<file path="src/verilog/mdecPkg.sv">
// MDEC decode core shared definitions
// Stream widths, block numbers, zigzag order and transform states
package mdecPkg;

	// Data widths with a meaning of their own
	typedef logic [15:0]        streamWord_t;
	typedef logic signed [9:0]  rleVal_t;
	typedef logic [5:0]         scale_t;
	typedef logic signed [11:0] coef_t;
	typedef logic [5:0]         matIdx_t;
	typedef logic [2:0]         blockNum_t;
	typedef logic [6:0]         quant_t;
	typedef logic signed [12:0] cosVal_t;
	typedef logic [7:0]         pixel_t;
	typedef logic [7:0]         pixAddr_t;

	// Block numbering, 0..3 are Y0..Y3
	localparam blockNum_t BLOCK_CR     = 3'd4;
	localparam blockNum_t BLOCK_CB     = 3'd5;
	localparam blockNum_t BLOCK_Y_ONLY = 3'd7;

	// Stream terminator and transform fixed point
	localparam streamWord_t END_CODE = 16'hFE00;
	localparam int          COS_FRAC = 12;

	// Stream position to row-major matrix position
	localparam matIdx_t ZIGZAG [64] = '{
		6'd0,  6'd1,  6'd8,  6'd16, 6'd9,  6'd2,  6'd3,  6'd10,
		6'd17, 6'd24, 6'd32, 6'd25, 6'd18, 6'd11, 6'd4,  6'd5,
		6'd12, 6'd19, 6'd26, 6'd33, 6'd40, 6'd48, 6'd41, 6'd34,
		6'd27, 6'd20, 6'd13, 6'd6,  6'd7,  6'd14, 6'd21, 6'd28,
		6'd35, 6'd42, 6'd49, 6'd56, 6'd57, 6'd50, 6'd43, 6'd36,
		6'd29, 6'd22, 6'd15, 6'd23, 6'd30, 6'd37, 6'd44, 6'd51,
		6'd58, 6'd59, 6'd52, 6'd45, 6'd38, 6'd31, 6'd39, 6'd46,
		6'd53, 6'd60, 6'd61, 6'd54, 6'd47, 6'd55, 6'd62, 6'd63
	};

	// Transform engine sequencing
	typedef enum logic [1:0] {IDLE, PASS1, PASS2, EMIT} idctState_t;

endpackage

</file>
<file path="src/verilog/mdecBus.sv">
// Internal buses of the decode core
// Decoded stream coefficients, then dequantized coefficients

interface rleBus import mdecPkg::*; ();
	logic      wrt;
	rleVal_t   value;
	scale_t    scale;
	logic      isDC;
	matIdx_t   matIdx;
	// Linear stream position, quant tables use it
	matIdx_t   seqIdx;
	blockNum_t blockNum;
	logic      blockComplete;

	modport source (output wrt, value, scale, isDC, matIdx, seqIdx, blockNum, blockComplete);
	modport sink (input wrt, value, scale, isDC, matIdx, seqIdx, blockNum, blockComplete);
endinterface

interface coefBus import mdecPkg::*; ();
	logic      wrt;
	matIdx_t   matIdx;
	blockNum_t blockNum;
	coef_t     value;
	// High together with wrt on the end word
	logic      matrixComplete;

	modport source (output wrt, matIdx, blockNum, value, matrixComplete);
	modport sink (input wrt, matIdx, blockNum, value, matrixComplete);
endinterface

</file>
<file path="src/verilog/coefDequant.sv">
// Coefficient dequantizer
// Scales DC and AC values by the loaded quant tables, clamped to coefficient range
module coefDequant import mdecPkg::*; (
	input  logic        clk,
	input  logic        i_rst,
	input  logic        i_quantWrt,
	input  logic [27:0] i_quantValue,
	input  logic [3:0]  i_quantAdr,
	input  logic        i_quantTblSelect,
	rleBus.sink         rle,
	coefBus.source      coef
);
	// Table 0 luminance, table 1 chroma
	quant_t             quantTbl [2][64];
	logic               tblSel;
	quant_t             qDc;
	quant_t             qAc;
	logic signed [24:0] prodDc;
	logic signed [24:0] prodAc;
	logic signed [24:0] scaled;
	logic signed [24:0] result;

	function automatic coef_t clampCoef(input logic signed [24:0] v);
		if (v > 25'sd2047)
			return 12'sd2047;
		if (v < -25'sd2048)
			return -12'sd2048;
		return v[11:0];
	endfunction

	// Four 7-bit steps per write, lowest field first
	always_ff @(posedge clk)
	begin
		if (i_quantWrt)
		begin
			for (int i = 0; i < 4; i++)
			begin
				quantTbl[i_quantTblSelect][{i_quantAdr, 2'(i)}] <= i_quantValue[i*7 +: 7];
			end
		end
	end

	assign tblSel = (rle.blockNum == BLOCK_CR) || (rle.blockNum == BLOCK_CB);
	assign qDc    = quantTbl[tblSel][0];
	// AC step is looked up in stream order
	assign qAc    = quantTbl[tblSel][rle.seqIdx];

	assign prodDc = rle.value * $signed({1'b0, qDc});
	assign prodAc = rle.value * $signed({1'b0, qAc}) * $signed({1'b0, rle.scale});
	// Rounded divide by 8
	assign scaled = (prodAc + 25'sd4) >>> 3;
	assign result = rle.isDC ? prodDc : scaled;

	always_ff @(posedge clk)
	begin
		if (i_rst)
		begin
			coef.wrt            <= 1'b0;
			coef.matrixComplete <= 1'b0;
		end
		else
		begin
			coef.wrt            <= rle.wrt;
			coef.matrixComplete <= rle.wrt && rle.blockComplete;
		end
	end

	always_ff @(posedge clk)
	begin
		coef.matIdx   <= rle.matIdx;
		coef.blockNum <= rle.blockNum;
		coef.value    <= clampCoef(result);
	end

endmodule

</file>
<file path="src/flat_wrapper.sv">
// flat-port wrapper written by rule: the top's interface ports become plain ports
module coefDequant_flat import mdecPkg::*;
  (clk, i_rst, i_quantWrt, i_quantValue, i_quantAdr, i_quantTblSelect, rle_wrt, rle_value, rle_scale, rle_isDC, rle_matIdx, rle_seqIdx, rle_blockNum, rle_blockComplete, coef_wrt, coef_matIdx, coef_blockNum, coef_value, coef_matrixComplete);
  rleBus rle_i ();
  coefBus coef_i ();
  input  logic clk;
  input  logic i_rst;
  input  logic i_quantWrt;
  input  logic [27:0] i_quantValue;
  input  logic [3:0] i_quantAdr;
  input  logic i_quantTblSelect;
  input wire logic [$bits(rle_i.wrt)-1:0] rle_wrt;
  input wire logic [$bits(rle_i.value)-1:0] rle_value;
  input wire logic [$bits(rle_i.scale)-1:0] rle_scale;
  input wire logic [$bits(rle_i.isDC)-1:0] rle_isDC;
  input wire logic [$bits(rle_i.matIdx)-1:0] rle_matIdx;
  input wire logic [$bits(rle_i.seqIdx)-1:0] rle_seqIdx;
  input wire logic [$bits(rle_i.blockNum)-1:0] rle_blockNum;
  input wire logic [$bits(rle_i.blockComplete)-1:0] rle_blockComplete;
  output wire logic [$bits(coef_i.wrt)-1:0] coef_wrt;
  output wire logic [$bits(coef_i.matIdx)-1:0] coef_matIdx;
  output wire logic [$bits(coef_i.blockNum)-1:0] coef_blockNum;
  output wire logic [$bits(coef_i.value)-1:0] coef_value;
  output wire logic [$bits(coef_i.matrixComplete)-1:0] coef_matrixComplete;
  assign rle_i.wrt = rle_wrt;
  assign rle_i.value = rle_value;
  assign rle_i.scale = rle_scale;
  assign rle_i.isDC = rle_isDC;
  assign rle_i.matIdx = rle_matIdx;
  assign rle_i.seqIdx = rle_seqIdx;
  assign rle_i.blockNum = rle_blockNum;
  assign rle_i.blockComplete = rle_blockComplete;
  assign coef_wrt = coef_i.wrt;
  assign coef_matIdx = coef_i.matIdx;
  assign coef_blockNum = coef_i.blockNum;
  assign coef_value = coef_i.value;
  assign coef_matrixComplete = coef_i.matrixComplete;
  coefDequant u_core (.clk(clk), .i_rst(i_rst), .i_quantWrt(i_quantWrt), .i_quantValue(i_quantValue), .i_quantAdr(i_quantAdr), .i_quantTblSelect(i_quantTblSelect), .rle(rle_i), .coef(coef_i));
endmodule
</file>
<file path="config.mk">
export PLATFORM = sky130hd
export DESIGN_NAME = coefDequant_flat
export DESIGN_NICKNAME = d
export VERILOG_FILES = /design/src/verilog/mdecPkg.sv /design/src/verilog/mdecBus.sv /design/src/verilog/coefDequant.sv /design/src/flat_wrapper.sv
export SDC_FILE = /design/constraint.sdc
export NUM_CORES = 2
export LEC_CHECK = 0
export BUFFER_PORTS_ARGS = -buffer_cell sky130_fd_sc_hd__buf_2
export CAP_MARGIN = 10
export CORE_UTILIZATION = 45
export DETAILED_ROUTE_END_ITERATION = 7
export MAX_ROUTING_LAYER = met4
export PLACE_DENSITY = 0.65
export SLEW_MARGIN = 40
export SYNTH_ARGS = -nofsm -noshare
export SYNTH_HDL_FRONTEND = slang
export SYNTH_SLANG_ARGS = --single-unit
</file>
<file path="constraint.sdc">
create_clock -name clk -period 16.6 [get_ports clk]
set_clock_uncertainty 0.2 [all_clocks]
set_input_delay 2.49 -clock clk [delete_from_list [all_inputs] [get_ports clk]]
set_output_delay 2.49 -clock clk [all_outputs]
set_load 0.03 [all_outputs]
</file>
Yosys cells after proc, flatten, opt, wreduce, memory -nomap -nowiden
Memory sizes are Yosys's and may differ from the RTL's. Cells that the tools add are included.

Register bits: 23. Memory bits (writable): 896. Bits of input ports: 70. Output and inout bits: 23. Memories kept: 1.

Memory list: u_core.quantTbl (depth 2, width 448, rd ports 1, clocked after memory_dff 0, write ports 1, line coefDequant.sv:14) `quant_t quantTbl [2][64];`.

$add $sub $neg: 1. Multipliers: 3. $lt $le $gt $ge: 11. Equality and inequality tests: 2. Multiplexer cells: 1368. Bitwise gates (word level): 1349. Reduce and logical (&&, ||, !) cells: 6.

Operators by type and width (number): 2-to-1 mux 448 bit (4); 2-to-1 mux 1 bit (1348); bitwise OR 1 bit (1344); demux 7 bit (select 6 bit) (4); 2-to-1 mux 12 bit (4); binary-select mux 7 bit (select 6 bit) (1); 2-to-1 mux 7 bit (6); multiplier 10 x 8 -> 18 bit (2); >= comparator 7 bit (second input constant) (5); NOT 6 -> 7 bit (5); < comparator 7 x 1 -> 1 bit (second input constant) (4); adder 25 x 4 -> 25 bit (second input constant) (1); > comparator 25 x 12 -> 1 bit (second input constant) (1); < comparator 25 x 12 -> 1 bit (second input constant) (1); multiplier 25 x 7 -> 25 bit (1); 2-to-1 mux 25 bit (1); == test 3 bit (second input constant) (2); logical AND 1 bit (5); logical OR 1 bit (1).

Logic depth before layout (Yosys ltp)
An unclocked memory read counts as a cell.

Word-level depth: 15. Depth in mapped cells: 54. Mapped depth without buffers: 49.

Worst setup path before layout
No wires, ideal clock.

Path kind: input to register. Start: input port rle_blockNum[2]. End: register u_core.coef.value[3]. Setup time: 142 ps. Arrival time: 13790 ps. Setup slack: 2468 ps. Stages: 49. Path buffers: 6. Cell sequence: buf_4 > nor2b_1 > buf_2 > clkbuf_1 > buf_2 > buf_2 > mux4_2 > mux4_2 > mux2i_1 > mux2i_1 > mux2_2 > and2_1 > fa_1 > inv_1 > fa_1 > fa_1 > fa_1 > inv_1 > (+13 left out) > fa_1 > fa_1 > inv_1 > fa_1 > inv_1 > ha_1 > clkbuf_1 > a21o_1 > o21bai_1 > a21o_1 > a21o_1 > a21oi_1 > o221a_2 > a21oi_1 > o211ai_1 > o2111ai_1 > o311ai_4 > a31oi_1.

Word-level cells in the longest chain between the ends: 15. Elaborated cells on any way between the ends: 20.

Ends and longest elaborated chain: start: declaration (line flat_wrapper.sv:18) `input wire logic [$bits(rle_i.blockNum)-1:0] rle_blockNum;`; == test 3 bit (line coefDequant.sv:43) `assign tblSel = (rle.blockNum == BLOCK_CR) || (rle.blockNum == BLOCK_CB);`; logical OR 1 bit (*) (line coefDequant.sv:43); memory read (2 x 448 bit) (*); binary-select mux 7 bit (select 6 bit) (line coefDequant.sv:46) `assign qAc = quantTbl[tblSel][rle.seqIdx];`; 2-to-1 mux 7 bit (implied by the code) (2 in a row) (line coefDequant.sv:46); multiplier 10 x 8 -> 18 bit (line coefDequant.sv:49) `assign prodAc = rle.value * $signed({1'b0, qAc}) * $signed({1'b0, rle.scale});`; multiplier 25 x 7 -> 25 bit (line coefDequant.sv:49); adder 25 x 4 -> 25 bit (line coefDequant.sv:51) `assign scaled = (prodAc + 25'sd4) >>> 3;`; 2-to-1 mux 25 bit (*) (line coefDequant.sv:52) `assign result = rle.isDC ? prodDc : scaled;`; < comparator 25 x 12 -> 1 bit (line coefDequant.sv:26) `if (v < -25'sd2048)`; 2-to-1 mux 1 bit (2 in a row) (line coefDequant.sv:26); 2-to-1 mux 12 bit (line coefDequant.sv:28) `return v[11:0];`; 2-to-1 mux 12 bit (*) (line coefDequant.sv:26); end signal: assignment (line coefDequant.sv:72) `coef.value <= clampCoef(result);`; end: declaration (line mdecBus.sv:27) `modport source (output wrt, matIdx, blockNum, value, matrixComplete);`.

Mark *: on every way between the ends. The rest lies on a longest branch, timed or not. The select of a mux whose other input is x is not followed. A chain may end at the register's enable or synchronous reset.

Worst setup path after layout
Ends and elaborated chain as after synthesis.

==> flow_metrics.env <==
export IMPL_status="complete, no violations"
export IMPL_dp_cells=5125
export IMPL_endpoint_kind="flop"
export IMPL_synth_seq_cells=919
export IMPL_synth_cells=3759
export IMPL_relSlewSlack_pct=41.90
export IMPL_h_tree_depth=3
export IMPL_gp_congestion=0.8819
export IMPL_via_per_inst=5.703
export IMPL_drt_iter0_drc=2766
export IMPL_cts_buffers=91
export IMPL_hold_buffers=0
export IMPL_synth_yosys_seq_area_share_pct=55.40
export IMPL_synthFlopType="edfxtp_1"
export IMPL_finalWirelength_mm=122.5
export IMPL_grt_overflow=0
export IMPL_coreArea_um2=108900
export IMPL_hold_viol_final=0
export IMPL_crit_path_max_incr_delay_ns=0.56
export IMPL_crit_fanout=22
export IMPL_rsz0062_at_grt="no"
export IMPL_finalSetupViolCount=0
export IMPL_final_common_cell="nand2_1"
export IMPL_drc_errors=0
export IMPL_numPortBuffers=92
export IMPL_antenna_found_initial=12
export IMPL_hold_slack_ns=0.6494
export IMPL_hp_class="flop to flop"
export IMPL_postSynthAreaPerCell_um2=13.14
export IMPL_firstDrtPassIters=6
export IMPL_grt_pass1_wl_mm=188.8
export IMPL_cts_tree="yes"
export IMPL_grt_pass1_vias=30870
export IMPL_fmax_ghz=0.06898
export IMPL_syn_area_um2=49400
export IMPL_initial_core_util_pct=45.38
export IMPL_crit_arrival_ns=14.82
export IMPL_synth_edff_count=896
export IMPL_period_needed_ns=14.50
export IMPL_syn_nets=4138
export IMPL_nFillCells=9216
export IMPL_critPathSlowestCell="fa_1"
export IMPL_final_cell_mix="nand2_1 (920), edfxtp_1 (896), inv_1 (303)"
export IMPL_vias=30240
export IMPL_cts_resized_gates=0
export IMPL_grt_max_degree=101
export IMPL_die_w_um=333.3
export IMPL_wire_per_inst_um=23.10
export IMPL_detail_route_antenna_nets=0
export IMPL_row_count=121
export IMPL_root_buffer="clkbuf_16"
export IMPL_cpMostUsedCell="fa_1"
export IMPL_period_share_pct=87.33
export IMPL_critPathLaunchType="input port"
export IMPL_crit_required_ns=16.92
export IMPL_area_growth_pct=10.52
export IMPL_cap_violations=0
export IMPL_clock_latency_ns=0.67
export IMPL_final_setup_tns_ns=0
export IMPL_die_area_um2=111100
export IMPL_grt_usage_pct=23.07
export IMPL_cts_path_max_buffers=3
export IMPL_clkTransAtPathRegs_ns=0.06
export IMPL_final_cells=5303
export IMPL_maxSlewViolCount=0
export IMPL_async_flop_share_pct=0
export IMPL_drive_above_1_share_pct=15.64
export IMPL_crit_type="input port to flop"
export IMPL_ff2ff_path_depth=40
export IMPL_final_nets=4183
export IMPL_io_pins=93
export IMPL_cts_sinks=919
export IMPL_worst_pin_slew_ns=0.8715
export IMPL_synth_cell_type_count=83
export IMPL_holdPathStages=3
export IMPL_fp_dieH_um=333.3
export IMPL_yosysWarnings=0
export IMPL_cts_setup_buffers=0
export IMPL_place_hpwl_mm=80.48
[worst max-delay path, delay by kind of cell]
kind	cells	cell delay, ns
fa+ha+maj	10	4.57
compound gates	13	2.75
mux	5	1.97
simple gates	6	1.50
buf+inv	10	1.18
xor+xnor	1	0.28
[logic make-up after synthesis]
logic type | Yosys count | synth area share, %
flip-flops | 919 | 55.40
adder cells (fa/ha/maj) | 309 | 10.67
XOR/XNOR | 49 | 0.8687
AO/OA/AOI/OAI | 290 | 4.209
multiplexers | 275 | 11.68
buffers and inverters | 533 | 4.275
AND/OR/NAND/NOR | 1384 | 12.91
[final timing paths]
path	from	end	slack, ns
max reg2reg	u_core.quantTbl[1][359]$_DFFE_PP_	u_core.coef.value[3]$_SDFF_PN1_	4.54
min reg2reg	u_core.quantTbl[0][441]$_DFFE_PP_	u_core.coef.value[0]$_SDFF_PN1_	0.65
max	rle_blockNum[2]	u_core.coef.value[3]$_SDFF_PN1_	2.10
min	u_core.quantTbl[0][441]$_DFFE_PP_	u_core.coef.value[0]$_SDFF_PN1_	0.65
[stage by stage]
step	area (um2)	util (%)	worst slack, ns
4_1_cts	54570	50.14	2.162
6_report	54600	50.16	2.104
3_5_place_dp	51560	47.37	1.497
5_1_grt	54600	50.16	1.215
3_3_place_gp	51500	47.31	1.295
2_1_floorplan	49400	-	2.468
[flip-flops by register name, indices dropped and copies added, names as in the netlist]
signal                      flops
u_core.coef.blockNum            3
u_core.coef.matIdx              6
u_core.coef.matrixComplete      1
u_core.quantTbl               896
u_core.coef.value              12
u_core.coef.wrt                 1
[final cells by class]
| type | count | area [um2] | area share [%] |
|---|---|---|---|
| flip-flops and latches | 919 | 27370 | 50.12 |
| multi-input cells | 2307 | 20010 | 36.65 |
| clock buffers | 112 | 2377 | 4.354 |
| well taps | 1414 | 1769 | 3.241 |
| repair buffers | 180 | 1277 | 2.340 |
| inverters | 305 | 1145 | 2.097 |
| clock inverters | 58 | 633.1 | 1.160 |
| diodes | 8 | 20.02 | 0.03667 |
[layer usage]
layer	global-route usage, %	vias up	routed length [um]
li1	-	13530	-
met1	31.38	15440	52470
met2	36.22	1081	58170
met3	3.256	197	8678
met4	6.824	0	3200
met5	-	-	0
[cell usage after synthesis (all sizes together), types with 8 or more instances]
library cell | instances | area (um2)
a21o | 27 | 202.7
nand2 | 920 | 3453
and3b | 66 | 578.1
buf | 52 | 306.5
clkbuf | 176 | 660.6
nand3 | 21 | 105.1
mux2i | 28 | 280.3
and3 | 21 | 131.4
nor4 | 14 | 108.9
xnor2 | 37 | 324.1
and2 | 141 | 882.1
mux4 | 240 | 5405
inv | 304 | 1141
a21oi | 59 | 295.3
nor3 | 21 | 105.1
nor2 | 75 | 281.5
a211oi | 66 | 495.5
o21ai | 38 | 212.7
fa | 187 | 3744
o21a | 9 | 67.56
o21bai | 9 | 67.56
and4 | 8 | 72.57
nand4 | 12 | 81.33
ha | 122 | 1526
xor2 | 12 | 105.1
nand2b | 19 | 126.4
nor2b | 44 | 275.3
dfxtp | 23 | 460.4
edfxtp | 896 | 26910
a31oi | 12 | 75.07
Power is not shown: default switching activity piles up to over one toggle a cycle in this logic, so the estimate is an artifact.
