--- config.mk ---
export PLATFORM = sky130hd
export DESIGN_NAME = streamDecoder_flat
export DESIGN_NICKNAME = d
export VERILOG_FILES = /design/src/verilog/mdecPkg.sv /design/src/verilog/mdecBus.sv /design/src/verilog/streamDecoder.sv /design/src/flat_wrapper.sv
export SDC_FILE = /design/constraint.sdc
export NUM_CORES = 1
export LEC_CHECK = 0
export BUFFER_PORTS_ARGS = -buffer_cell sky130_fd_sc_hd__buf_2
export CORE_UTILIZATION = 33
export DETAILED_ROUTE_END_ITERATION = 6
export HOLD_SLACK_MARGIN = 0.15
export PLACE_DENSITY = 0.54
export REMOVE_ABC_BUFFERS = 1
export SYNTH_ARGS = -nofsm -noshare
export SYNTH_HDL_FRONTEND = slang
export SYNTH_SLANG_ARGS = --single-unit
export TNS_END_PERCENT = 100
--- constraint.sdc ---
create_clock -name clk -period 4 [get_ports clk]
set_input_delay 0.8 -clock clk [delete_from_list [all_inputs] [get_ports clk]]
set_output_delay 0.8 -clock clk [all_outputs]
set_load 0.005 [all_outputs]
--- src/verilog/mdecPkg.sv ---
// MDEC decode core shared definitions
// Stream widths, block numbers, zigzag order and transform states
package mdecPkg;

	// Data widths with a meaning of their own
	typedef logic [15:0]        streamWord_t;
	typedef logic signed [9:0]  rleVal_t;
	typedef logic [5:0]         scale_t;
	typedef logic signed [11:0] coef_t;
	typedef logic [5:0]         matIdx_t;
	typedef logic [2:0]         blockNum_t;
	typedef logic [6:0]         quant_t;
	typedef logic signed [12:0] cosVal_t;
	typedef logic [7:0]         pixel_t;
	typedef logic [7:0]         pixAddr_t;

	// Block numbering, 0..3 are Y0..Y3
	localparam blockNum_t BLOCK_CR     = 3'd4;
	localparam blockNum_t BLOCK_CB     = 3'd5;
	localparam blockNum_t BLOCK_Y_ONLY = 3'd7;

	// Stream terminator and transform fixed point
	localparam streamWord_t END_CODE = 16'hFE00;
	localparam int          COS_FRAC = 12;

	// Stream position to row-major matrix position
	localparam matIdx_t ZIGZAG [64] = '{
		6'd0,  6'd1,  6'd8,  6'd16, 6'd9,  6'd2,  6'd3,  6'd10,
		6'd17, 6'd24, 6'd32, 6'd25, 6'd18, 6'd11, 6'd4,  6'd5,
		6'd12, 6'd19, 6'd26, 6'd33, 6'd40, 6'd48, 6'd41, 6'd34,
		6'd27, 6'd20, 6'd13, 6'd6,  6'd7,  6'd14, 6'd21, 6'd28,
		6'd35, 6'd42, 6'd49, 6'd56, 6'd57, 6'd50, 6'd43, 6'd36,
		6'd29, 6'd22, 6'd15, 6'd23, 6'd30, 6'd37, 6'd44, 6'd51,
		6'd58, 6'd59, 6'd52, 6'd45, 6'd38, 6'd31, 6'd39, 6'd46,
		6'd53, 6'd60, 6'd61, 6'd54, 6'd47, 6'd55, 6'd62, 6'd63
	};

	// Transform engine sequencing
	typedef enum logic [1:0] {IDLE, PASS1, PASS2, EMIT} idctState_t;

endpackage

--- src/verilog/mdecBus.sv ---
// Internal buses of the decode core
// Decoded stream coefficients, then dequantized coefficients

interface rleBus import mdecPkg::*; ();
	logic      wrt;
	rleVal_t   value;
	scale_t    scale;
	logic      isDC;
	matIdx_t   matIdx;
	// Linear stream position, quant tables use it
	matIdx_t   seqIdx;
	blockNum_t blockNum;
	logic      blockComplete;

	modport source (output wrt, value, scale, isDC, matIdx, seqIdx, blockNum, blockComplete);
	modport sink (input wrt, value, scale, isDC, matIdx, seqIdx, blockNum, blockComplete);
endinterface


--- src/verilog/streamDecoder.sv ---
// Stream decoder
// Splits host words into DC and run-length coefficients, zigzag placed and block numbered
module streamDecoder import mdecPkg::*; (
	input  logic        clk,
	input  logic        i_rst,
	input  logic        i_dataWrite,
	input  streamWord_t i_dataIn,
	input  logic        i_yOnly,
	rleBus.source       rle
);
	logic       firstWord;
	matIdx_t    seqPos;
	scale_t     blockScale;
	blockNum_t  blockCnt;
	logic       isEnd;
	logic [6:0] nextPos;

	// Colour order Cr, Cb, Y0..Y3 then wrap
	function automatic blockNum_t stepBlock(input blockNum_t cur);
		case (cur)
			BLOCK_CR: return BLOCK_CB;
			BLOCK_CB: return 3'd0;
			3'd3:     return BLOCK_CR;
			default:  return cur + 3'd1;
		endcase
	endfunction

	// End code only counts after the DC word
	assign isEnd = !firstWord && (i_dataIn == END_CODE);

	// Run of zeros skipped, then one step for the value itself
	assign nextPos = {1'b0, seqPos} + {1'b0, i_dataIn[15:10]} + 7'd1;

	// ------------------------------
	// Position, block counter, strobes
	// ------------------------------
	always_ff @(posedge clk)
	begin
		if (i_rst)
		begin
			firstWord         <= 1'b1;
			seqPos            <= '0;
			blockCnt          <= BLOCK_CR;
			rle.wrt           <= 1'b0;
			rle.blockComplete <= 1'b0;
		end
		else
		begin
			rle.wrt           <= 1'b0;
			rle.blockComplete <= 1'b0;
			if (i_dataWrite)
			begin
				if (firstWord)
				begin
					// DC sits at position 0
					firstWord <= 1'b0;
					seqPos    <= '0;
					rle.wrt   <= 1'b1;
				end
				else if (isEnd)
				begin
					firstWord         <= 1'b1;
					seqPos            <= '0;
					// Luminance-only stays at 7, counter parked for colour mode
					blockCnt          <= i_yOnly ? BLOCK_CR : stepBlock(blockCnt);
					rle.wrt           <= 1'b1;
					rle.blockComplete <= 1'b1;
				end
				else
				begin
					// Runs past the matrix end are dropped
					seqPos  <= nextPos[6] ? 6'd63 : nextPos[5:0];
					rle.wrt <= !nextPos[6];
				end
			end
		end
	end

	// ------------------------------
	// Coefficient payload
	// ------------------------------
	always_ff @(posedge clk)
	begin
		if (i_dataWrite)
		begin
			rle.value    <= i_dataIn[9:0];
			rle.isDC     <= firstWord;
			rle.scale    <= firstWord ? i_dataIn[15:10] : blockScale;
			rle.seqIdx   <= firstWord ? 6'd0 : nextPos[5:0];
			rle.matIdx   <= firstWord ? ZIGZAG[0] : ZIGZAG[nextPos[5:0]];
			rle.blockNum <= i_yOnly ? BLOCK_Y_ONLY : blockCnt;
			if (firstWord)
			begin
				// Scale held for the AC words of this block
				blockScale <= i_dataIn[15:10];
			end
		end
	end

endmodule

--- src/flat_wrapper.sv ---
// flat-port wrapper written by rule: the top's interface ports become plain ports
module streamDecoder_flat import mdecPkg::*;
  (clk, i_rst, i_dataWrite, i_dataIn, i_yOnly, rle_wrt, rle_value, rle_scale, rle_isDC, rle_matIdx, rle_seqIdx, rle_blockNum, rle_blockComplete);
  rleBus rle_i ();
  input  logic clk;
  input  logic i_rst;
  input  logic i_dataWrite;
  input  streamWord_t i_dataIn;
  input  logic i_yOnly;
  output wire logic [$bits(rle_i.wrt)-1:0] rle_wrt;
  output wire logic [$bits(rle_i.value)-1:0] rle_value;
  output wire logic [$bits(rle_i.scale)-1:0] rle_scale;
  output wire logic [$bits(rle_i.isDC)-1:0] rle_isDC;
  output wire logic [$bits(rle_i.matIdx)-1:0] rle_matIdx;
  output wire logic [$bits(rle_i.seqIdx)-1:0] rle_seqIdx;
  output wire logic [$bits(rle_i.blockNum)-1:0] rle_blockNum;
  output wire logic [$bits(rle_i.blockComplete)-1:0] rle_blockComplete;
  assign rle_wrt = rle_i.wrt;
  assign rle_value = rle_i.value;
  assign rle_scale = rle_i.scale;
  assign rle_isDC = rle_i.isDC;
  assign rle_matIdx = rle_i.matIdx;
  assign rle_seqIdx = rle_i.seqIdx;
  assign rle_blockNum = rle_i.blockNum;
  assign rle_blockComplete = rle_i.blockComplete;
  streamDecoder u_core (.clk(clk), .i_rst(i_rst), .i_dataWrite(i_dataWrite), .i_dataIn(i_dataIn), .i_yOnly(i_yOnly), .rle(rle_i));
endmodule
# Word-level counts from Yosys, hierarchy flattened
# Memory sizes are Yosys's and may differ from the RTL's. A register that Yosys moved wholly into a read port is not among the register bits.
# Cells that the tools add are included.
# W data, S select, Z words.
classes:
  bitwise: 3
  n_eq_ne: 4
  reduce_logical: 6
  mux: 10
  n_addsub: 3
ops:
  columns: ["operator", "n"]
  rows:
  - ["$mux W6", 4]
  - ["$eq A16 B16 Y1 const B", 1]
  - ["$pmux W3 S3", 1]
  - ["$add A6 B6 Y7", 1]
  - ["$add A7 B1 Y7 const B", 1]
  - ["$not A6 Y7", 1]
  - ["$eq A3 B3 Y1 const B", 2]
  - ["$mux W1", 4]
  - ["$add A3 B1 Y3 const B", 1]
  - ["$eq A3 B2 Y1 const B", 1]
  - ["$mux W3", 1]
  - ["$reduce_and A3 Y1", 1]
  - ["$logic_not A1 Y1", 2]
  - ["$not A1 Y1", 2]
  - ["$reduce_and A2 Y1", 1]
  - ["$reduce_or A2 Y1", 1]
  - ["$logic_and A1 B1 Y1", 1]
totals:
  word_cells: 37
  ff_bits: 38
  rom_bits: 384
  out_inout_bits: 34
  in_bits: 20
  mem_count: 1
memory_table:
  columns: ["memory", "depth", "word_bits", "read_ports", "rd_ports_with_merged_regs", "wr", "line_no", "source"]
  rows:
  - ["(name not given)", 64, 6, 1, 1, 0, "streamDecoder.sv:90", "rle.matIdx <= firstWord ? ZIGZAG[0] : ZIGZAG[nextPos[5:0]];"]

# Logic depth before layout (Yosys ltp)
logic_depth:
  word_depth: 5
  depth_mapped: 12
  ltp_nobuf: 11

# Least setup slack after synthesis
# Ideal clock, no wire load.
synth_timing:
  kind: "input to register"
  startpoint: "in i_dataIn[10]"
  endpoint: "reg u_core.rle.matIdx[3] (data pin)"
  n_path_buf: 1
  required_time_ps: 3730
  setup_time_ps: 270
  path_stages: 11
  t_arrival_ps: 3090
  path_slack_ps: 640
  cell_sequence: "inv_1 ha_1 fa_1 inv_1 ha_1 clkbuf_1 nor2_1 mux2_2 o221ai_1 a31o_1 a21oi_1"
synth_via:
  elab_chain_cells: 3
synth_lines:
  columns: ["element", "line_no", "source"]
  rows:
  - ["from (decl)", "flat_wrapper.sv:8", "input streamWord_t i_dataIn;"]
  - ["$add A6 B6 Y7", "streamDecoder.sv:32", "assign nextPos = {1'b0, seqPos} + {1'b0, i_dataIn[15:10]} + 7'd1;"]
  - ["$add A7 B1 Y7", "streamDecoder.sv:32", null]
  - ["via u_core.nextPos[1]", "streamDecoder.sv:16", "logic [6:0] nextPos;"]
  - ["$not A6 Y7 (not written as such)", "streamDecoder.sv:90", null]
  - ["to (decl)", "mdecBus.sv:15", "modport source (output wrt, value, scale, isDC, matIdx, seqIdx, blockNum, blockComplete);"]
# The timed path passes the listed nets, and every way through them passes these cells.
# A chain may end at the register's enable or synchronous reset.

# Worst setup path after layout
layout_timing:
  startpoint: "in i_dataIn[10]"
  endpoint: "reg u_core.rle.matIdx[1] (data pin)"
layout_via:
  elab_chain_cells: 3
layout_lines:
  columns: ["element", "line_no"]
  rows:
  - ["$add A6 B6 Y7", "streamDecoder.sv:32"]
  - ["$add A7 B1 Y7", "streamDecoder.sv:32"]
  - ["$not A6 Y7 (not written as such)", "streamDecoder.sv:90"]
# Every way passes these cells.

==> run metrics <==
Max clock buf depth=2; horizontal die dimension=93.2 microns; CP max FO=19; sequential area share after synthesis=43.7%; kind of critical path=in -> reg; standard-cell row count=32; area share of the largest cell type after synthesis=35.0%; result of the run=completed; upper clock frequency limit=320 MHz; pin count of the biggest net entering global routing=32; placed wire-length estimate after detailed placement=4730 microns; fin. max-slew vios=0; total inserted antenna cells=0; largest area contributor in the synthesized netlist=sky130_fd_sc_hd__edfxtp_1; number of synthesized flops with an enable pin=32; worst IR drop on VDD=around 0.16 mV; reg-to-reg setup timing slack=1.16 ns; top flip-flop cell by instance count after synthesis=sky130_fd_sc_hd__edfxtp_1; number of synthesized register bits=44; Clock transition at path regs=approximately 0.08 ns; PD cells=384 nW/um^2; I/O pin count=54; final RePlAce weighted congestion=0.812; die outline area=approximately 8700 sq um; R2R Path Start=u_core.seqPos[0]; cell area after synthesis=2750 sq um; Relative slew margins=54.7%; RSZ-0062 raised after global routing=false; final worst setup slack=0.874 ns; leakage dissipation=0.00128 uW; via count=roughly 2200; total clock buffers created by CTS=5; biggest area contributors in the synthesized netlist=sky130_fd_sc_hd__edfxtp_1 (35%), sky130_fd_sc_hd__ha_1 (9.1%), sky130_fd_sc_hd__dfxtp_1 (8.7%); element type at the critical path end=register; reg-to-reg critical path endpoint=u_core.rle.matIdx[1]; async set-reset flop share out of synthesis=0%; number of clock sinks=44; DP Cell Count=419; Core Area=7890 sq um; via count of the first global-routing pass=2020; critical path buffer and inverter count=2; total number of cells along the worst setup path=11; setup TNS after final layout=0 ns; number of buffers inserted for hold repair after clock tree synthesis=0; setup skew after layout=a little under 0.008 ns; placement-stage cell area=3120 sq um; Required @ worst endpoint=4.10 ns; number of maximum-capacitance constraint violations=0; Detailed Routing Iterations Pass 1=5; filler cell count=805; kind of launch point of the worst setup path=primary input; share of post-route cells with drive strength above 1=between 20% and 30%; transition time at the pin with the least slew margin=slightly below 0.7 ns; endpoint of the worst hold path=u_core.seqPos[5]; final non-filler cell area=about 3200 sq um; number of remaining DRC errors=0; net count reported at finish=around 370; Gates resized, CTS repair=0; worst hold path depth=2; Port Buf Inserts=53; logic depth of the worst register-to-register path=10; classification of the worst-slack hold path=reg -> reg; clock period minus worst slack=between 3 and 4 ns; Final Instance Count excl. Fillers=427; number of warnings reported in the yosys synthesis log=0; HP Start=u_core.seqPos[5]; First DRT Iteration DRCs=200; crit path DAT=3.23 ns; period utilisation layout=roughly 80%; antenna violations before repair=0; clock tree root buffer cell=sky130_fd_sc_hd__clkbuf_8; maximum level of the CTS H-tree=2; number of antenna-violating nets in the routed design=0; post-synthesis average cell area=roughly 10 sq um; number of post-CTS setup repair buffers=0; final number of hold-violating endpoints=0; post-synth cell types=54; first-pass GRT wire length=10500 microns; overall track demand over capacity in global routing=15.6%; die height=between 90 and 100 microns; dominant delay contributor by cell family on the critical path=adder cells; total wire length=6590 microns; layout overhead on the synthesized area=16.6%; delay of the slowest cell on the worst path=0.45 ns; CTS tree=yes; source-to-sink clock delay at the later pin of the worst-skew pair=0.29 ns; synthesized netlist cell count=272; Setup violations, final=0; GRT overflow=0; total design power=1230 uW; vias per cell=5.21; CP max-delay cell=sky130_fd_sc_hd__fa_1; cell breakdown of the critical path=buf_2 -> inv_1 -> ha_1 -> fa_1 -> nand2b_1 -> o2bb2ai_4 -> xnor2_4 -> nand2_1 -> o311ai_0 -> nor2_1 -> o41ai_2; initial core utilization=34.8%; routed len/inst=between 15 and 20 microns; post-placement setup slack=roughly 0.54 ns
worst min-delay path, stage by stage (launching register included):
cell and delay, ns:
sky130_fd_sc_hd__dfxtp_1 0.32, sky130_fd_sc_hd__nand2_1 0.06, sky130_fd_sc_hd__a21oi_1 0.05
per-layer routing:
layer	share of wire [%]	vias up	global-route usage, %
li1	-	1104	-
met1	49	1044	23.2
met2	45	71	23.7
met3	5.1	4	2.28
met4	0.87	0	3.59
met5	0	-	0
state kept, by name (all words and copies together) (netlist names):
| name | count |
|---|---|
| u_core.blockCnt | 3 |
| u_core.firstWord | 1 |
| u_core.rle.blockComplete | 1 |
| u_core.rle.blockNum | 3 |
| u_core.rle.isDC | 1 |
| u_core.rle.matIdx | 6 |
| u_core.rle.scale | 6 |
| u_core.rle.seqIdx | 6 |
| u_core.rle.value | 10 |
| u_core.rle.wrt | 1 |
| u_core.seqPos | 6 |
metrics by stage:
step / hold slack (ns) / utilization, %
2_1_floorplan: 0.439 / -
3_3_place_gp: 0.458 / 39.5
3_5_place_dp: 0.456 / 39.5
4_1_cts: 0.470 / 40.6
5_1_grt: 0.512 / 40.6
6_report: 0.469 / 40.6
logic make-up (layout without fill, tap and decap cells):
family | count (synthesis) | after routing | synth area share, %
compound gates | 64 | 64 | 17.2
xor+xnor | 6 | 6 | 3.83
fa+ha+maj | 21 | 21 | 9.84
buf+inv | 28 | 81 | 4.33
flops | 44 | 44 | 43.7
mux | 14 | 14 | 5.19
simple gates | 95 | 95 | 15.9
Yosys cell counts (3+ instances only):
cell type and instances:
sky130_fd_sc_hd__nor3_1 8, sky130_fd_sc_hd__or2_2 4, sky130_fd_sc_hd__nand3_1 7, sky130_fd_sc_hd__nor2_1 33, sky130_fd_sc_hd__dfxtp_1 12, sky130_fd_sc_hd__mux2i_1 12
sky130_fd_sc_hd__edfxtp_1 32, sky130_fd_sc_hd__nand2b_1 4, sky130_fd_sc_hd__buf_2 5, sky130_fd_sc_hd__o221ai_1 3, sky130_fd_sc_hd__o21ai_0 8, sky130_fd_sc_hd__nand2_1 25
sky130_fd_sc_hd__a211oi_1 8, sky130_fd_sc_hd__ha_1 20, sky130_fd_sc_hd__inv_1 12, sky130_fd_sc_hd__clkbuf_1 7, sky130_fd_sc_hd__a21oi_1 21
worst max-delay path by stage:
stage,start,end,slack (ns)
after global routing,i_dataIn[10],u_core.rle.matIdx[0],0.70
after detailed placement,i_dataIn[10],u_core.rle.matIdx[3],0.54
after floorplan,i_dataIn[10],u_core.rle.matIdx[3],0.76
after CTS,i_dataIn[10],u_core.rle.matIdx[3],0.86
after global placement,i_dataIn[10],u_core.rle.matIdx[3],0.54
final,i_dataIn[10],u_core.rle.matIdx[1],0.87
cell usage in the layout, fill, tap and decap left out, types with 3 or more instances in the layout:
cell,count
sky130_fd_sc_hd__nor2_1,33
sky130_fd_sc_hd__mux2i_1,12
sky130_fd_sc_hd__clkbuf_8,5
sky130_fd_sc_hd__ha_1,20
sky130_fd_sc_hd__buf_2,53
sky130_fd_sc_hd__buf_4,6
sky130_fd_sc_hd__a211oi_1,8
sky130_fd_sc_hd__nand2_1,25
sky130_fd_sc_hd__nand2b_1,4
sky130_fd_sc_hd__a21oi_1,21
sky130_fd_sc_hd__nor3_1,8
sky130_fd_sc_hd__dfxtp_1,12
sky130_fd_sc_hd__inv_1,12
sky130_fd_sc_hd__o21ai_0,8
sky130_fd_sc_hd__o221ai_1,3
sky130_fd_sc_hd__edfxtp_1,32
sky130_fd_sc_hd__or2_2,4
sky130_fd_sc_hd__nand3_1,7
area by class of cell:
cell class	count	area (sq um)	share of cell area (%)
Sequential cell	44	1200	37.5
Multi-Input combinational cell	200	1430	44.6
Inverter	14	52.6	1.64
Clock buffer	6	72.6	2.27
Tap cell	102	128	3.98
Clock inverter	2	11.3	0.352
Timing Repair Buffer	59	310	9.69
report_power, final:
group / internal, uW / total [uW] / switching, uW
registers: 526 / 538 / 11.7
logic: 163 / 416 / 253
clock network: 123 / 275 / 152
No activity file was read; power rests on OpenSTA's default activity.
