**config.mk**
```make
export PLATFORM = sky130hd
export DESIGN_NAME = colorConvert
export DESIGN_NICKNAME = d
export VERILOG_FILES = /design/src/verilog/mdecPkg.sv /design/src/verilog/colorConvert.sv
export SDC_FILE = /design/constraint.sdc
export NUM_CORES = 1
export LEC_CHECK = 0
export ABC_CLOCK_PERIOD_IN_PS = 10090
export CAP_MARGIN = 30
export CORE_ASPECT_RATIO = 0.75
export CORE_UTILIZATION = 30
export CTS_BUF_LIST = sky130_fd_sc_hd__clkbuf_16
export DETAILED_ROUTE_END_ITERATION = 16
export DONT_BUFFER_PORTS = 1
export GPL_TIMING_DRIVEN = 0
export PLACE_DENSITY = 0.53
export SYNTH_ARGS = -nofsm -noshare
export SYNTH_HDL_FRONTEND = slang
export SYNTH_SLANG_ARGS = --single-unit
export TNS_END_PERCENT = 30
```
**constraint.sdc**
```tcl
create_clock -name clk -period 10.09 [get_ports clk]
set_input_delay 0.5045 -clock clk [delete_from_list [all_inputs] [get_ports clk]]
set_output_delay 0.5045 -clock clk [all_outputs]
set_load 0.03 [all_outputs]
```
**src/verilog/mdecPkg.sv**
```systemverilog
// MDEC decode core shared definitions
// Stream widths, block numbers, zigzag order and transform states
package mdecPkg;

	// Data widths with a meaning of their own
	typedef logic [15:0]        streamWord_t;
	typedef logic signed [9:0]  rleVal_t;
	typedef logic [5:0]         scale_t;
	typedef logic signed [11:0] coef_t;
	typedef logic [5:0]         matIdx_t;
	typedef logic [2:0]         blockNum_t;
	typedef logic [6:0]         quant_t;
	typedef logic signed [12:0] cosVal_t;
	typedef logic [7:0]         pixel_t;
	typedef logic [7:0]         pixAddr_t;

	// Block numbering, 0..3 are Y0..Y3
	localparam blockNum_t BLOCK_CR     = 3'd4;
	localparam blockNum_t BLOCK_CB     = 3'd5;
	localparam blockNum_t BLOCK_Y_ONLY = 3'd7;

	// Stream terminator and transform fixed point
	localparam streamWord_t END_CODE = 16'hFE00;
	localparam int          COS_FRAC = 12;

	// Stream position to row-major matrix position
	localparam matIdx_t ZIGZAG [64] = '{
		6'd0,  6'd1,  6'd8,  6'd16, 6'd9,  6'd2,  6'd3,  6'd10,
		6'd17, 6'd24, 6'd32, 6'd25, 6'd18, 6'd11, 6'd4,  6'd5,
		6'd12, 6'd19, 6'd26, 6'd33, 6'd40, 6'd48, 6'd41, 6'd34,
		6'd27, 6'd20, 6'd13, 6'd6,  6'd7,  6'd14, 6'd21, 6'd28,
		6'd35, 6'd42, 6'd49, 6'd56, 6'd57, 6'd50, 6'd43, 6'd36,
		6'd29, 6'd22, 6'd15, 6'd23, 6'd30, 6'd37, 6'd44, 6'd51,
		6'd58, 6'd59, 6'd52, 6'd45, 6'd38, 6'd31, 6'd39, 6'd46,
		6'd53, 6'd60, 6'd61, 6'd54, 6'd47, 6'd55, 6'd62, 6'd63
	};

	// Transform engine sequencing
	typedef enum logic [1:0] {IDLE, PASS1, PASS2, EMIT} idctState_t;

endpackage

```
**src/verilog/colorConvert.sv**
```systemverilog
// Colour converter
// Turns luminance plus chroma into clamped RGB components with pixel addresses
module colorConvert import mdecPkg::*; (
	input  logic        clk,
	input  logic        i_rst,
	input  logic        i_wrt,
	input  logic        i_yOnly,
	input  logic        i_signed,
	input  matIdx_t     i_writeIdx,
	input  pixel_t      i_valueY,
	input  logic [1:0]  i_yBlockNum,
	output matIdx_t     o_readAdr,
	input  pixel_t      i_valueCr,
	input  pixel_t      i_valueCb,
	output logic        o_wPix,
	output pixAddr_t    o_pix,
	output pixel_t      o_r,
	output pixel_t      o_g,
	output pixel_t      o_b
);
	logic [3:0]         row;
	logic [3:0]         col;
	logic               wrt1;
	logic               yOnly1;
	pixel_t             y1;
	pixAddr_t           pix1;
	logic signed [19:0] yS;
	logic signed [19:0] crS;
	logic signed [19:0] cbS;
	logic signed [19:0] rSum;
	logic signed [19:0] gSum;
	logic signed [19:0] bSum;

	// Clamp to a signed byte, top bit flipped for the unsigned format
	function automatic pixel_t finishPix(input logic signed [19:0] v, input logic sgn);
		pixel_t p;
		if (v > 20'sd127)
			p = 8'h7F;
		else if (v < -20'sd128)
			p = 8'h80;
		else
			p = v[7:0];
		return {p[7] ^ !sgn, p[6:0]};
	endfunction

	// Position inside the 16x16 macroblock, Y1 right and Y2 below
	assign row = {i_yBlockNum[1], i_writeIdx[5:3]};
	assign col = {i_yBlockNum[0], i_writeIdx[2:0]};

	// Chroma is subsampled by two both ways
	assign o_readAdr = {row[3:1], col[3:1]};

	// ------------------------------
	// Stage 1, chroma read in flight
	// ------------------------------
	always_ff @(posedge clk)
	begin
		if (i_rst)
			wrt1 <= 1'b0;
		else
			wrt1 <= i_wrt;
	end

	always_ff @(posedge clk)
	begin
		y1     <= i_valueY;
		yOnly1 <= i_yOnly;
		// 8x8 grey block uses [0yyy0xxx]
		pix1   <= i_yOnly ? {1'b0, i_writeIdx[5:3], 1'b0, i_writeIdx[2:0]} : {row, col};
	end

	assign yS  = $signed(y1);
	assign crS = $signed(i_valueCr);
	assign cbS = $signed(i_valueCb);

	assign rSum = yS + ((20'sd359 * crS) >>> 8);
	assign gSum = yS - ((20'sd88 * cbS + 20'sd183 * crS) >>> 8);
	assign bSum = yS + ((20'sd454 * cbS) >>> 8);

	// ------------------------------
	// Stage 2, registered pixel
	// ------------------------------
	always_ff @(posedge clk)
	begin
		if (i_rst)
			o_wPix <= 1'b0;
		else
			o_wPix <= wrt1;
	end

	always_ff @(posedge clk)
	begin
		o_pix <= pix1;
		o_r   <= finishPix(yOnly1 ? yS : rSum, i_signed);
		o_g   <= finishPix(yOnly1 ? yS : gSum, i_signed);
		o_b   <= finishPix(yOnly1 ? yS : bSum, i_signed);
	end

endmodule

```
* Yosys cells after proc, flatten, opt, wreduce, memory -nomap -nowiden
Index checks and enable logic that the tools add are counted.
** Storage, ports and cells
- Bits in registers :: 51
- Bits of input ports :: 37
- Output and inout port bits :: 39
- Logic and storage cells :: 40
** Operators by class
- Add/subtract/negate cells :: 4
- $mul :: 4
- Magnitude comparators :: 6
- Muxes and demuxes :: 9
- Bitwise logic cells :: 3
- Reductions and logical operators :: 1
** Operators with widths (count)
- $gt 20x8->1 const B :: 3
- $lt 20x8->1 const B :: 3
- $mux 20 :: 3
- $mux 8 :: 6
- $mul 9x8->17 const A :: 2
- $add 8x10->11 :: 2
- $add 16x17->18 :: 1
- $mul 10x8->18 const A :: 1
- $mul 5x8->13 const A :: 1
- $sub 8x10->11 :: 1
- $xor 1x1->1 :: 3
- $logic_not 1->1 :: 1

* Longest topological paths before layout
Gate-level depths: netlist of run 1.
- Depth after elaboration :: 8
- Depth in mapped cells :: 29
- Mapped depth without buffers :: 29

* Least setup slack after synthesis of run 1
OpenSTA, ideal clock, no wires.
- Path kind :: input port to flip-flop
- Start :: input i_valueCb[1]
- End :: register o_g[4]
- Setup time :: 117 ps
- Arrival time :: 6909 ps
- Required time :: 9973 ps
- Path slack :: 3064 ps
- Stages on the path :: 25
- Buffers on the path :: 0
- Path through :: ha_1 -> fa_1 -> ha_1 -> a21oi_1 -> xnor2_1 -> ha_1 -> inv_1 -> fa_1 -> fa_1 -> inv_1 -> fa_1 -> ha_1 -> ha_1 -> or4_1 -> a21oi_1 -> o21bai_1 -> a21oi_1 -> xor2_1 -> ha_1 -> or4_1 -> o221a_2 -> o31ai_4 -> nor2_2 -> a21o_4 -> o22a_1
** On the way
- Word-level cells in the longest chain between the ends :: 6
- Elaborated cells between the ends (all ways) :: 7
- Classes of those cells :: add/sub: 2; mul: 1; order compare: 2; mux: 2
** RTL lines
- start: declaration :: line colorConvert.sv:14 : input pixel_t i_valueCb,
- $mul 5x8->13 (*) :: line colorConvert.sv:77 : assign gSum = yS - ((20'sd88 * cbS + 20'sd183 * crS) >>> 8);
- $add 16x17->18 (*) :: line colorConvert.sv:77
- $sub 8x10->11 (*) :: line colorConvert.sv:77
- $mux 20 (*) :: line colorConvert.sv:95 : o_g <= finishPix(yOnly1 ? yS : gSum, i_signed);
- $lt 20x8->1 :: line colorConvert.sv:39 : else if (v < -20'sd128)
- $mux 8 :: line colorConvert.sv:39
- end signal: assignment :: line colorConvert.sv:95
- end: declaration :: line colorConvert.sv:18 : output pixel_t o_g,
Every way passes the cells marked *; elsewhere a longest branch is shown, timed or not.
A chain may end at the register's enable or synchronous reset.

* Worst setup path after layout of run 1
- Start :: input i_valueCb[0]
- End :: register o_g[4]
The elaborated chain is that of the path after synthesis.

==> flow_summary_export.csv, run 1 <==
group,metric,value,unit
worst_hold_path,hold_path_class,"in -> reg",
worst_hold_path,min_delay_worst_endpoint,"y1[4]$_DFF_P_",
worst_hold_path,min_from,"i_valueY[4]",
synth,synth_xor_area_share,6.43,%
final_layout,final_cell_mix,"175 x ha_1, 141 x inv_1, 60 x fa_1",
sta,timing.final.crit_share,73.8,%
synth,synth_edf_count,0,
sta,tightest_slew,630,ps
global_route,track_usage,13.4,%
run_status,status,"finished clean",
clocking,cts_tree,"yes",
sta,drv_slew,0,
synth,synth_compound_area_share,15.7,%
synth,yosys.area_share.simple,10.3,%
global_route,grt_overflow_total,0,
synth,synth_top_area_share,29.2,%
place,hpwl,14.8,mm
setup_path,worst-r2r-setup-slack,6910,ps
clocking,clock_latency,300,ps
clocking,ctsResizeCount,0,
drt,drtAntennaViolNets,0,
sta,fmax,134,MHz
sta,rsz0062_at_grt,"no",
clocking,cts.clk_slew.worst_paths,80,ps
synth,synth_fa_ha_area_share,45.3,%
sta,skew,14.2,ps
setup_path,timing.rr.end,"o_b[4]$_SDFF_PP1_",
drt,vias,5490,
floorplanning,die_area,25600,um^2
global_route,grt_first_pass_wirelength,27.6,mm
drt,routed_wl,16.8,mm
setup_path,cp.arrival,7620,ps
clocking,clock-sinks,51,
final_layout,drive_gt1_share,3.58,%
synth,syn_nets,1102,
setup_path,crit_path_end_kind,"flop",
synth,synthCells,830,
synth,ys_types,61,
drt,drt_iter0_drc,277,
setup_path,critical_path_class,"in -> reg",
floorplanning,chipHeight,139,um
floorplanning,rows,49,
clocking,ctsHoldBuffers,0,
sta,hold_viol_final,0,
clocking,cts_max_level,2,
synth,yosys_warnings,0,
synth,async_reset_ff_share,0,%
final_layout,final_common_cell,"ha_1",
final_layout,nets,1109,
worst_hold_path,min_path_cells,0,
setup_path,cp.required,10260,ps
drt,drtPass1Iterations,5,
drt,post-route-drc-count,0,
global_route,grt_max_degree,19,
final_layout,fillCellCount,2515,
floorplanning,num_io_pins,76,
synth,yosys_register_bits,51,
synth,synthFlopType,"dfxtp_1",
global_route,antenna_found_initial,2,
place,place_congestion,0.836,
synth,ys_top_cells_by_area,"ha_1 29%, fa_1 16%, dfxtp_1 14%",
setup_path,path_max_fanout,8,
floorplanning,die_x,184,um
synth,synth_top_family_by_area,"adder cells",
drt,wl_per_cell,14.3,um
floorplanning,core-area,24200,um^2
place,port_buffers,0,
global_route,grt_pass1_vias,5200,
flow_run,drv_cap,0,
setup_path,rr_worst_depth,9,
sta,period_needed,7450,ps
synth,syn_area_per_cell,9.03,um^2
synth,synth_mux_area_share,0.718,%
clocking,clk_path_buf_depth,2,
clocking,cts_setup_buffers,0,
synth,seq_area_frac_synth,13.6,%
setup_path,cp-start-kind,"input pin",
synth,synth_top_cell_by_area,"ha_1",
synth,synth_area,7490,um^2
final_layout,area_delta_synth_final,7.58,%
clocking,ctsRootBufferMaster,"clkbuf_16",
sta,finalSetupViolCount,0,
floorplanning,start_util,30.9,%
drt,via_per_inst,4.69,
setup_path,rr_startpoint,"y1[1]$_DFF_P_",
sta,slew_headroom,57.7,%
clocking,cts_inserted_buffers,5,
sta,setup_tns,0,ps
==> per-stage QoR <==
step	hold WS, ps	utilization (%)	cell area [um^2]	setup WS [ps]	instances
6_report	223	33.3	8060	2640	1170
5_1_grt	211	33.3	8060	2290	1169
4_1_cts	219	33.3	8060	2570	1169
3_5_place_dp	312	32.6	7910	2280	1161
3_3_place_gp	309	32.6	7910	2300	1161
2_1_floorplan	310	-	7490	3060	830
==> worst max-delay path by stage <==
stage | start | endpoint | slack [ps] | cells after the start
final | i_valueCb[0] | o_g[4]$_SDFF_PN1_ | 2640 | 24
after global routing | i_valueCb[1] | o_g[6]$_SDFF_PN1_ | 2290 | 26
after CTS | i_valueCb[0] | o_g[4]$_SDFF_PN1_ | 2570 | 24
after detailed placement | i_valueCb[0] | o_g[4]$_SDFF_PN1_ | 2280 | 24
after global placement | i_valueCb[0] | o_g[4]$_SDFF_PN1_ | 2300 | 24
after floorplan | i_valueCb[1] | o_g[4]$_SDFF_PN1_ | 3060 | 25
==> worst max-delay path: stages <==
cell and delay [ps]:
ha_1 280, ha_1 320, fa_1 500, ha_1 300, fa_1 500, inv_1 50, fa_1 460, fa_1 470
fa_1 540, inv_1 50, ha_1 290, nand4b_1 100, o21ai_0 460, a21oi_1 260, o21ai_0 300, nand2_1 110
xor2_1 150, ha_1 240, or4_1 510, o221a_2 280, o31ai_4 400, nor2_2 110, a21o_4 230, o22a_1 210
==> final cells by class <==
class / count / area (um^2) / share of cell area [%]
Sequential cell: 51 / 1020 / 12.7
Clock buffer: 5 / 125 / 1.55
Clock inverter: 3 / 26.3 / 0.326
Antenna cell: 1 / 2.50 / 0.0311
Buffer: 11 / 65.1 / 0.807
Multi-Input combinational cell: 627 / 5880 / 72.9
Inverter: 141 / 529 / 6.57
Tap cell: 331 / 414 / 5.14
==> synth_stat cells (3+ instances only) <==
library cell / count
a211oi_1: 12
a21boi_0: 3
a21o_1: 12
a21oi_1: 42
a22o_1: 3
a31oi_1: 9
and2_1: 4
and3_1: 3
buf_4: 6
clkbuf_1: 4
dfxtp_1: 51
fa_1: 60
ha_1: 175
inv_1: 141
mux2_2: 3
nand2_1: 27
nand2b_1: 14
nand3_1: 14
nor2_1: 49
nor2b_1: 15
nor3_1: 9
nor3b_1: 3
o211ai_1: 6
o21a_1: 10
o21ai_0: 37
o21ai_1: 4
o21bai_1: 7
o221ai_1: 3
o22ai_1: 3
or2_2: 4
or3_1: 4
or4_1: 3
xnor2_1: 36
xor2_1: 19
==> metal layers <==
layer	share of wire [%]	global-route usage (%)	wire (um)
met1	55	21.6	9220
met2	39	18.5	6600
met3	5.5	3.05	919
met4	0.16	0.526	27
met5	0.072	0	12
==> kinds of logic after synthesis <==
group	Yosys count
adders and majority gates	235
xor gates and xnor gates	55
DFF	51
and+or+nand+nor	155
muxes	5
buffers and inverters	152
AOI/OAI and AO/OA	177
==> registers in the layout (all words and copies together), names as in the netlist <==
signal  count
o_b         8
o_wPix      1
y1          8
pix1        8
wrt1        1
o_pix       8
o_g         8
yOnly1      1
o_r         8
Power of run 1 is left out: the tool's default activity adds up to more than one toggle a clock period on the data nets, which glitch-free logic cannot reach.
==> inputs of run 2 (changes only) <==
--- a/config.mk
+++ b/config.mk
@@ -5,7 +5,7 @@
 export SDC_FILE = /design/constraint.sdc
 export NUM_CORES = 1
 export LEC_CHECK = 0
-export ABC_CLOCK_PERIOD_IN_PS = 10090
+export ABC_CLOCK_PERIOD_IN_PS = 6900
 export CAP_MARGIN = 30
 export CORE_ASPECT_RATIO = 0.75
 export CORE_UTILIZATION = 30
==> constraint.sdc (replaced) <==
create_clock -name clk -period 6.9 [get_ports clk]
set_input_delay 0.345 -clock clk [delete_from_list [all_inputs] [get_ports clk]]
set_output_delay 0.345 -clock clk [all_outputs]
set_load 0.03 [all_outputs]
==> run 2 against run 1 <==
Critical path depth grew 1. Clock skew is essentially flat. Via count grew 0.38%. Utilization grew 0.90 points. Highest routed layer unchanged. Hold slack lost 160 ps. Largest cell class unchanged. Register-to-register slack lost 3200 ps. Critical endpoint unchanged.
==> flow_summary_export.csv, run 2 (synthesized netlist as in run 1, its figures left out) <==
group,metric,value,unit
flow_run,drv_cap,0,
final_layout,final_cell_mix,"169 x ha_1, 141 x inv_1, 57 x fa_1",
global_route,grt_overflow_total,0,
setup_path,rr_startpoint,"y1[1]$_DFF_P_",
clocking,cts_tree,"yes",
clocking,clk_path_buf_depth,2,
worst_hold_path,min_path_cells,0,
clocking,cts_max_level,2,
sta,timing.final.crit_share,97.4,%
final_layout,fillCellCount,2504,
global_route,track_usage,13.4,%
floorplanning,die_area,25600,um^2
global_route,grt_first_pass_wirelength,27.7,mm
drt,drt_iter0_drc,224,
place,placedInstanceArea,7910,um^2
worst_hold_path,min_from,"i_valueY[4]",
place,hpwl,14.8,mm
drt,via_per_inst,4.69,
setup_path,cp-start-kind,"input pin",
floorplanning,die_x,184,um
drt,drtPass1Iterations,5,
clocking,cts.clk_slew.worst_paths,80,ps
final_layout,fin_cells,1176,
drt,vias,5511,
sta,drv_slew,0,
place,port_buffers,0,
setup_path,rr_worst_depth,9,
sta,tightest_slew,632,ps
setup_path,crit_path_end_kind,"flop",
setup_path,timing.rr.end,"o_b[4]$_SDFF_PP1_",
drt,post-route-drc-count,0,
drt,wl_per_cell,14.5,um
floorplanning,start_util,30.9,%
clocking,cts_inserted_buffers,5,
floorplanning,num_io_pins,76,
setup_path,worst-r2r-setup-slack,3710,ps
clocking,ctsRootBufferMaster,"clkbuf_16",
floorplanning,chipHeight,139,um
global_route,antenna_found_initial,2,
clocking,clock_latency,300,ps
sta,skew,14.3,ps
final_layout,post-route-util,34.2,%
place,place_congestion,0.836,
final_layout,final_common_cell,"ha_1",
sta,finalSetupViolCount,0,
global_route,grt_pass1_vias,5221,
setup_path,cp.required,7070,ps
global_route,grt_max_degree,19,
worst_hold_path,hold_path_class,"in -> reg",
drt,drtAntennaViolNets,0,
setup_path,cp.arrival,6890,ps
setup_path,path_max_fanout,7,
worst_hold_path,min_delay_worst_endpoint,"y1[4]$_DFF_P_",
sta,hold_viol_final,0,
floorplanning,rows,49,
final_layout,area_delta_synth_final,10.5,%
sta,slew_headroom,57.6,%
setup_path,critical_path_class,"in -> reg",
clocking,clock-sinks,51,
clocking,ctsHoldBuffers,0,
final_layout,nets,1115,
run_status,status,"finished clean",
floorplanning,core-area,24200,um^2
sta,fmax,149,MHz
drt,routed_wl,17.0,mm
sta,period_needed,6720,ps
place,dp.cells,1161,
sta,setup_tns,0,ps
final_layout,drive_gt1_share,7.82,%
final_layout,fin_area,8280,um^2
[run 2: worst max-delay path by stage]
stage                 start                 to  slack, ps  cells past startpoint
3_5_place_dp   i_valueCb[0]  o_g[4]$_SDFF_PN1_       -750                     24
5_1_grt        i_valueCb[1]  o_g[4]$_SDFF_PN1_        -40                     25
2_1_floorplan  i_valueCb[1]  o_g[4]$_SDFF_PN1_         30                     25
6_report       i_valueCb[1]  o_g[4]$_SDFF_PN1_        180                     25
4_1_cts        i_valueCb[1]  o_g[6]$_SDFF_PN1_         20                     26
3_3_place_gp   i_valueCb[0]  o_g[4]$_SDFF_PN1_       -740                     24
[run 2: metrics by stage]
stage | setup WS [ps] | hold slack (ps)
after floorplan | 33.9 | 310
after global placement | -735 | 309
after CTS | 18.0 | 59.7
after global routing | -37.7 | 51.1
after detailed placement | -746 | 312
final | 176 | 64.1
[run 2: critical path, cell delays in order]
cell      delay, ps
ha_1            310
fa_1            600
ha_4            240
a21oi_4         170
xnor2_2         120
ha_1            240
inv_1            80
fa_1            430
fa_1            490
inv_1            50
fa_1            490
ha_1            320
ha_2            210
or4_4           550
a21oi_4         200
o21bai_2        120
a21oi_2         140
xor2_1          100
ha_2            240
or4_1           490
o221a_4         260
o31ai_4         200
nor2_2           90
a21o_4          220
o22a_1          210
[run 2: layout make-up]
| cell class | instances | area [um^2] | area share, % |
|---|---|---|---|
| antenna | 1 | 2.50 | 0.0302 |
| tap | 331 | 414 | 5.00 |
| timing repair buffer | 6 | 45.0 | 0.544 |
| clock inverter | 3 | 26.3 | 0.317 |
| multi-input combinational | 627 | 6050 | 73.1 |
| clock buffer | 5 | 125 | 1.51 |
| buffer | 11 | 65.1 | 0.786 |
| inverter | 141 | 529 | 6.39 |
| sequential | 51 | 1020 | 12.3 |
[run 2: per-layer routing]
layer,vias up,GRT usage [%],routed length [um]
met5,-,0,12
met4,2,0.877,95
met3,11,3.05,899
met2,89,18.4,6760
met1,2557,21.6,9250
li1,2852,-,-
[run 2: what timing repair did]
action                                  in CTS  in global routing
endpoints found under the setup margin       8                  8
gates resized for setup                      8                 31
buffers inserted                             1                  5
pin swaps                                    1                 23
Power of run 2 is left out for the same reason.
==> inputs of run 3 (changes only) <==
--- a/config.mk
+++ b/config.mk
@@ -8,12 +8,12 @@
 export ABC_CLOCK_PERIOD_IN_PS = 6900
 export CAP_MARGIN = 30
 export CORE_ASPECT_RATIO = 0.75
-export CORE_UTILIZATION = 30
+export CORE_UTILIZATION = 60
 export CTS_BUF_LIST = sky130_fd_sc_hd__clkbuf_16
 export DETAILED_ROUTE_END_ITERATION = 16
 export DONT_BUFFER_PORTS = 1
 export GPL_TIMING_DRIVEN = 0
-export PLACE_DENSITY = 0.53
+export PLACE_DENSITY = 0.85
 export SYNTH_ARGS = -nofsm -noshare
 export SYNTH_HDL_FRONTEND = slang
 export SYNTH_SLANG_ARGS = --single-unit
==> run 3 against run 2 <==
Sequential share of layout area grew 0.43 points. Maximum frequency increased by 0.16%. Global-route usage up 13 points. Hold slack gained 6.3 ps. Die area decreased by 49%. First-iteration DRC count is 34% higher. Largest cell class unchanged. Critical endpoint unchanged. Cell area down 3.4%. Cell count shrank 15%. Clock skew down 10 ps. Critical path depth unchanged. Utilization is 33 points higher. Via count is 4.9% higher.
==> flow_summary_export.csv, run 3 (synthesized netlist as in run 1, its figures left out) <==
group,metric,value,unit
setup_path,crit_buf_inv,2,
place,place_congestion,0.907,
global_route,grt_pass1_vias,5585,
clocking,cts.clk_slew.worst_paths,70,ps
drt,vias,5780,
global_route,antenna_found_initial,0,
setup_path,cp.depth,25,
setup_path,critical_path_class,"in -> reg",
clocking,clk_path_buf_depth,2,
floorplanning,num_io_pins,76,
global_route,grt_max_degree,18,
final_layout,nets,1111,
final_layout,final_cell_mix,"170 x ha_1, 141 x inv_1, 60 x fa_1",
floorplanning,chipHeight,98.8,um
setup_path,cp_top_family,"adder cells",
sta,hold_viol_final,0,
global_route,track_usage,26.0,%
setup_path,rr_worst_depth,9,
final_layout,drive_gt1_share,6.07,%
setup_path,rr_startpoint,"y1[1]$_DFF_P_",
floorplanning,die_x,131,um
run_status,status,"finished clean",
flow_run,drv_cap,0,
sta,skew,4.30,ps
sta,setup_tns,0,ps
sta,fmax,149,MHz
floorplanning,start_util,63.1,%
drt,wl_per_cell,16.3,um
setup_path,path_max_fanout,7,
drt,drtAntennaViolNets,0,
global_route,grt_overflow_total,0,
place,port_buffers,0,
drt,routed_wl,16.3,mm
setup_path,crit_path_end_kind,"flop",
drt,via_per_inst,5.77,
final_layout,fillCellCount,885,
worst_hold_path,hold_path_class,"in -> reg",
sta,period_needed,6710,ps
setup_path,timing.rr.end,"o_b[1]$_SDFF_PP1_",
setup_path,worst-r2r-setup-slack,3660,ps
final_layout,final_common_cell,"ha_1",
clocking,cts_inserted_buffers,5,
sta,timing.final.crit_share,97.3,%
floorplanning,rows,34,
final_layout,area_delta_synth_final,6.78,%
sta,slew_headroom,56.8,%
drt,post-route-drc-count,0,
setup_path,cp.arrival,6890,ps
clocking,clock_latency,290,ps
setup_path,cpPeakStageDelay,520,ps
place,hpwl,13.7,mm
sta,drv_slew,0,
place,dp.cells,992,
sta,finalSetupViolCount,0,
setup_path,cp-start-kind,"input pin",
setup_path,cp_common_cell,"fa_1",
final_layout,fin_cells,1002,
floorplanning,die_area,12900,um^2
global_route,grt_first_pass_wirelength,26.2,mm
setup_path,slowest_stage,"fa_1",
drt,drtPass1Iterations,5,
setup_path,cp.required,7080,ps
floorplanning,core-area,11900,um^2
clocking,cts_tree,"yes",
clocking,ctsRootBufferMaster,"clkbuf_16",
worst_hold_path,min_delay_worst_endpoint,"y1[3]$_DFF_P_",
worst_hold_path,min_from,"i_valueY[3]",
worst_hold_path,min_path_cells,0,
drt,drt_iter0_drc,300,
final_layout,num_antenna_cells,0,
clocking,cts_max_level,2,
sta,tightest_slew,644,ps
clocking,clock-sinks,51,
[run 3: metal layers]
metal | up-vias | global-route usage [%] | wire length (um)
met5 | - | 0 | 0
met4 | 0 | 5.48 | 223
met3 | 20 | 5.43 | 1060
met2 | 168 | 41.0 | 7390
met1 | 2742 | 36.7 | 7630
li1 | 2850 | - | -
[run 3: worst max path at each step]
| stage | start | to | slack (ps) |
|---|---|---|---|
| 6_report | i_valueCb[0] | o_g[4]$_SDFF_PN1_ | 190 |
| 5_1_grt | i_valueCb[1] | o_g[4]$_SDFF_PN1_ | -50 |
| 4_1_cts | i_valueCb[0] | o_g[3]$_SDFF_PN1_ | 50 |
| 3_5_place_dp | i_valueCb[0] | o_g[4]$_SDFF_PN1_ | -740 |
| 3_3_place_gp | i_valueCb[0] | o_g[4]$_SDFF_PN1_ | -610 |
| 2_1_floorplan | i_valueCb[1] | o_g[4]$_SDFF_PN1_ | 30 |
[run 3: timing repair]
| action | in CTS | in global routing |
|---|---|---|
| pin swaps | 1 | 9 |
| setup endpoints to repair | 8 | 8 |
| hold endpoints to repair | 0 | 0 |
| setup buffers | 1 | 1 |
| resized for setup | 3 | 27 |
| hold buffers | 0 | 0 |
[run 3: worst register-to-register path, cell delays in order, from the launching register on]
cell,delay [ps]
dfxtp_1,610
inv_1,240
fa_1,470
nand2b_1,190
a21oi_1,370
o221ai_1,220
a221o_1,330
o21ai_1,170
a21bo_2,320
a21oi_1,220
[run 3: area by class of cell]
cell class	count	area (um^2)	share of cell area [%]
Timing Repair Buffer	2	15.0	0.188
Sequential cell	51	1020	12.8
Clock inverter	3	46.3	0.579
Tap cell	162	203	2.53
Multi-Input combinational cell	627	5990	74.9
Buffer	11	65.1	0.813
Clock buffer	5	125	1.56
Inverter	141	529	6.62
[run 3: stage by stage]
step | setup WS, ps | instance area [um^2] | hold slack (ps) | utilization (%)
global placement | -609 | 7690 | 310 | 64.8
detailed placement | -736 | 7690 | 312 | 64.8
finish | 187 | 8000 | 70.4 | 67.4
floorplan | 33.9 | 7490 | 310 | -
CTS | 52.7 | 7880 | 66.2 | 66.4
global route | -51.4 | 8000 | 57.7 | 67.4
Power of run 3 is left out for the same reason.
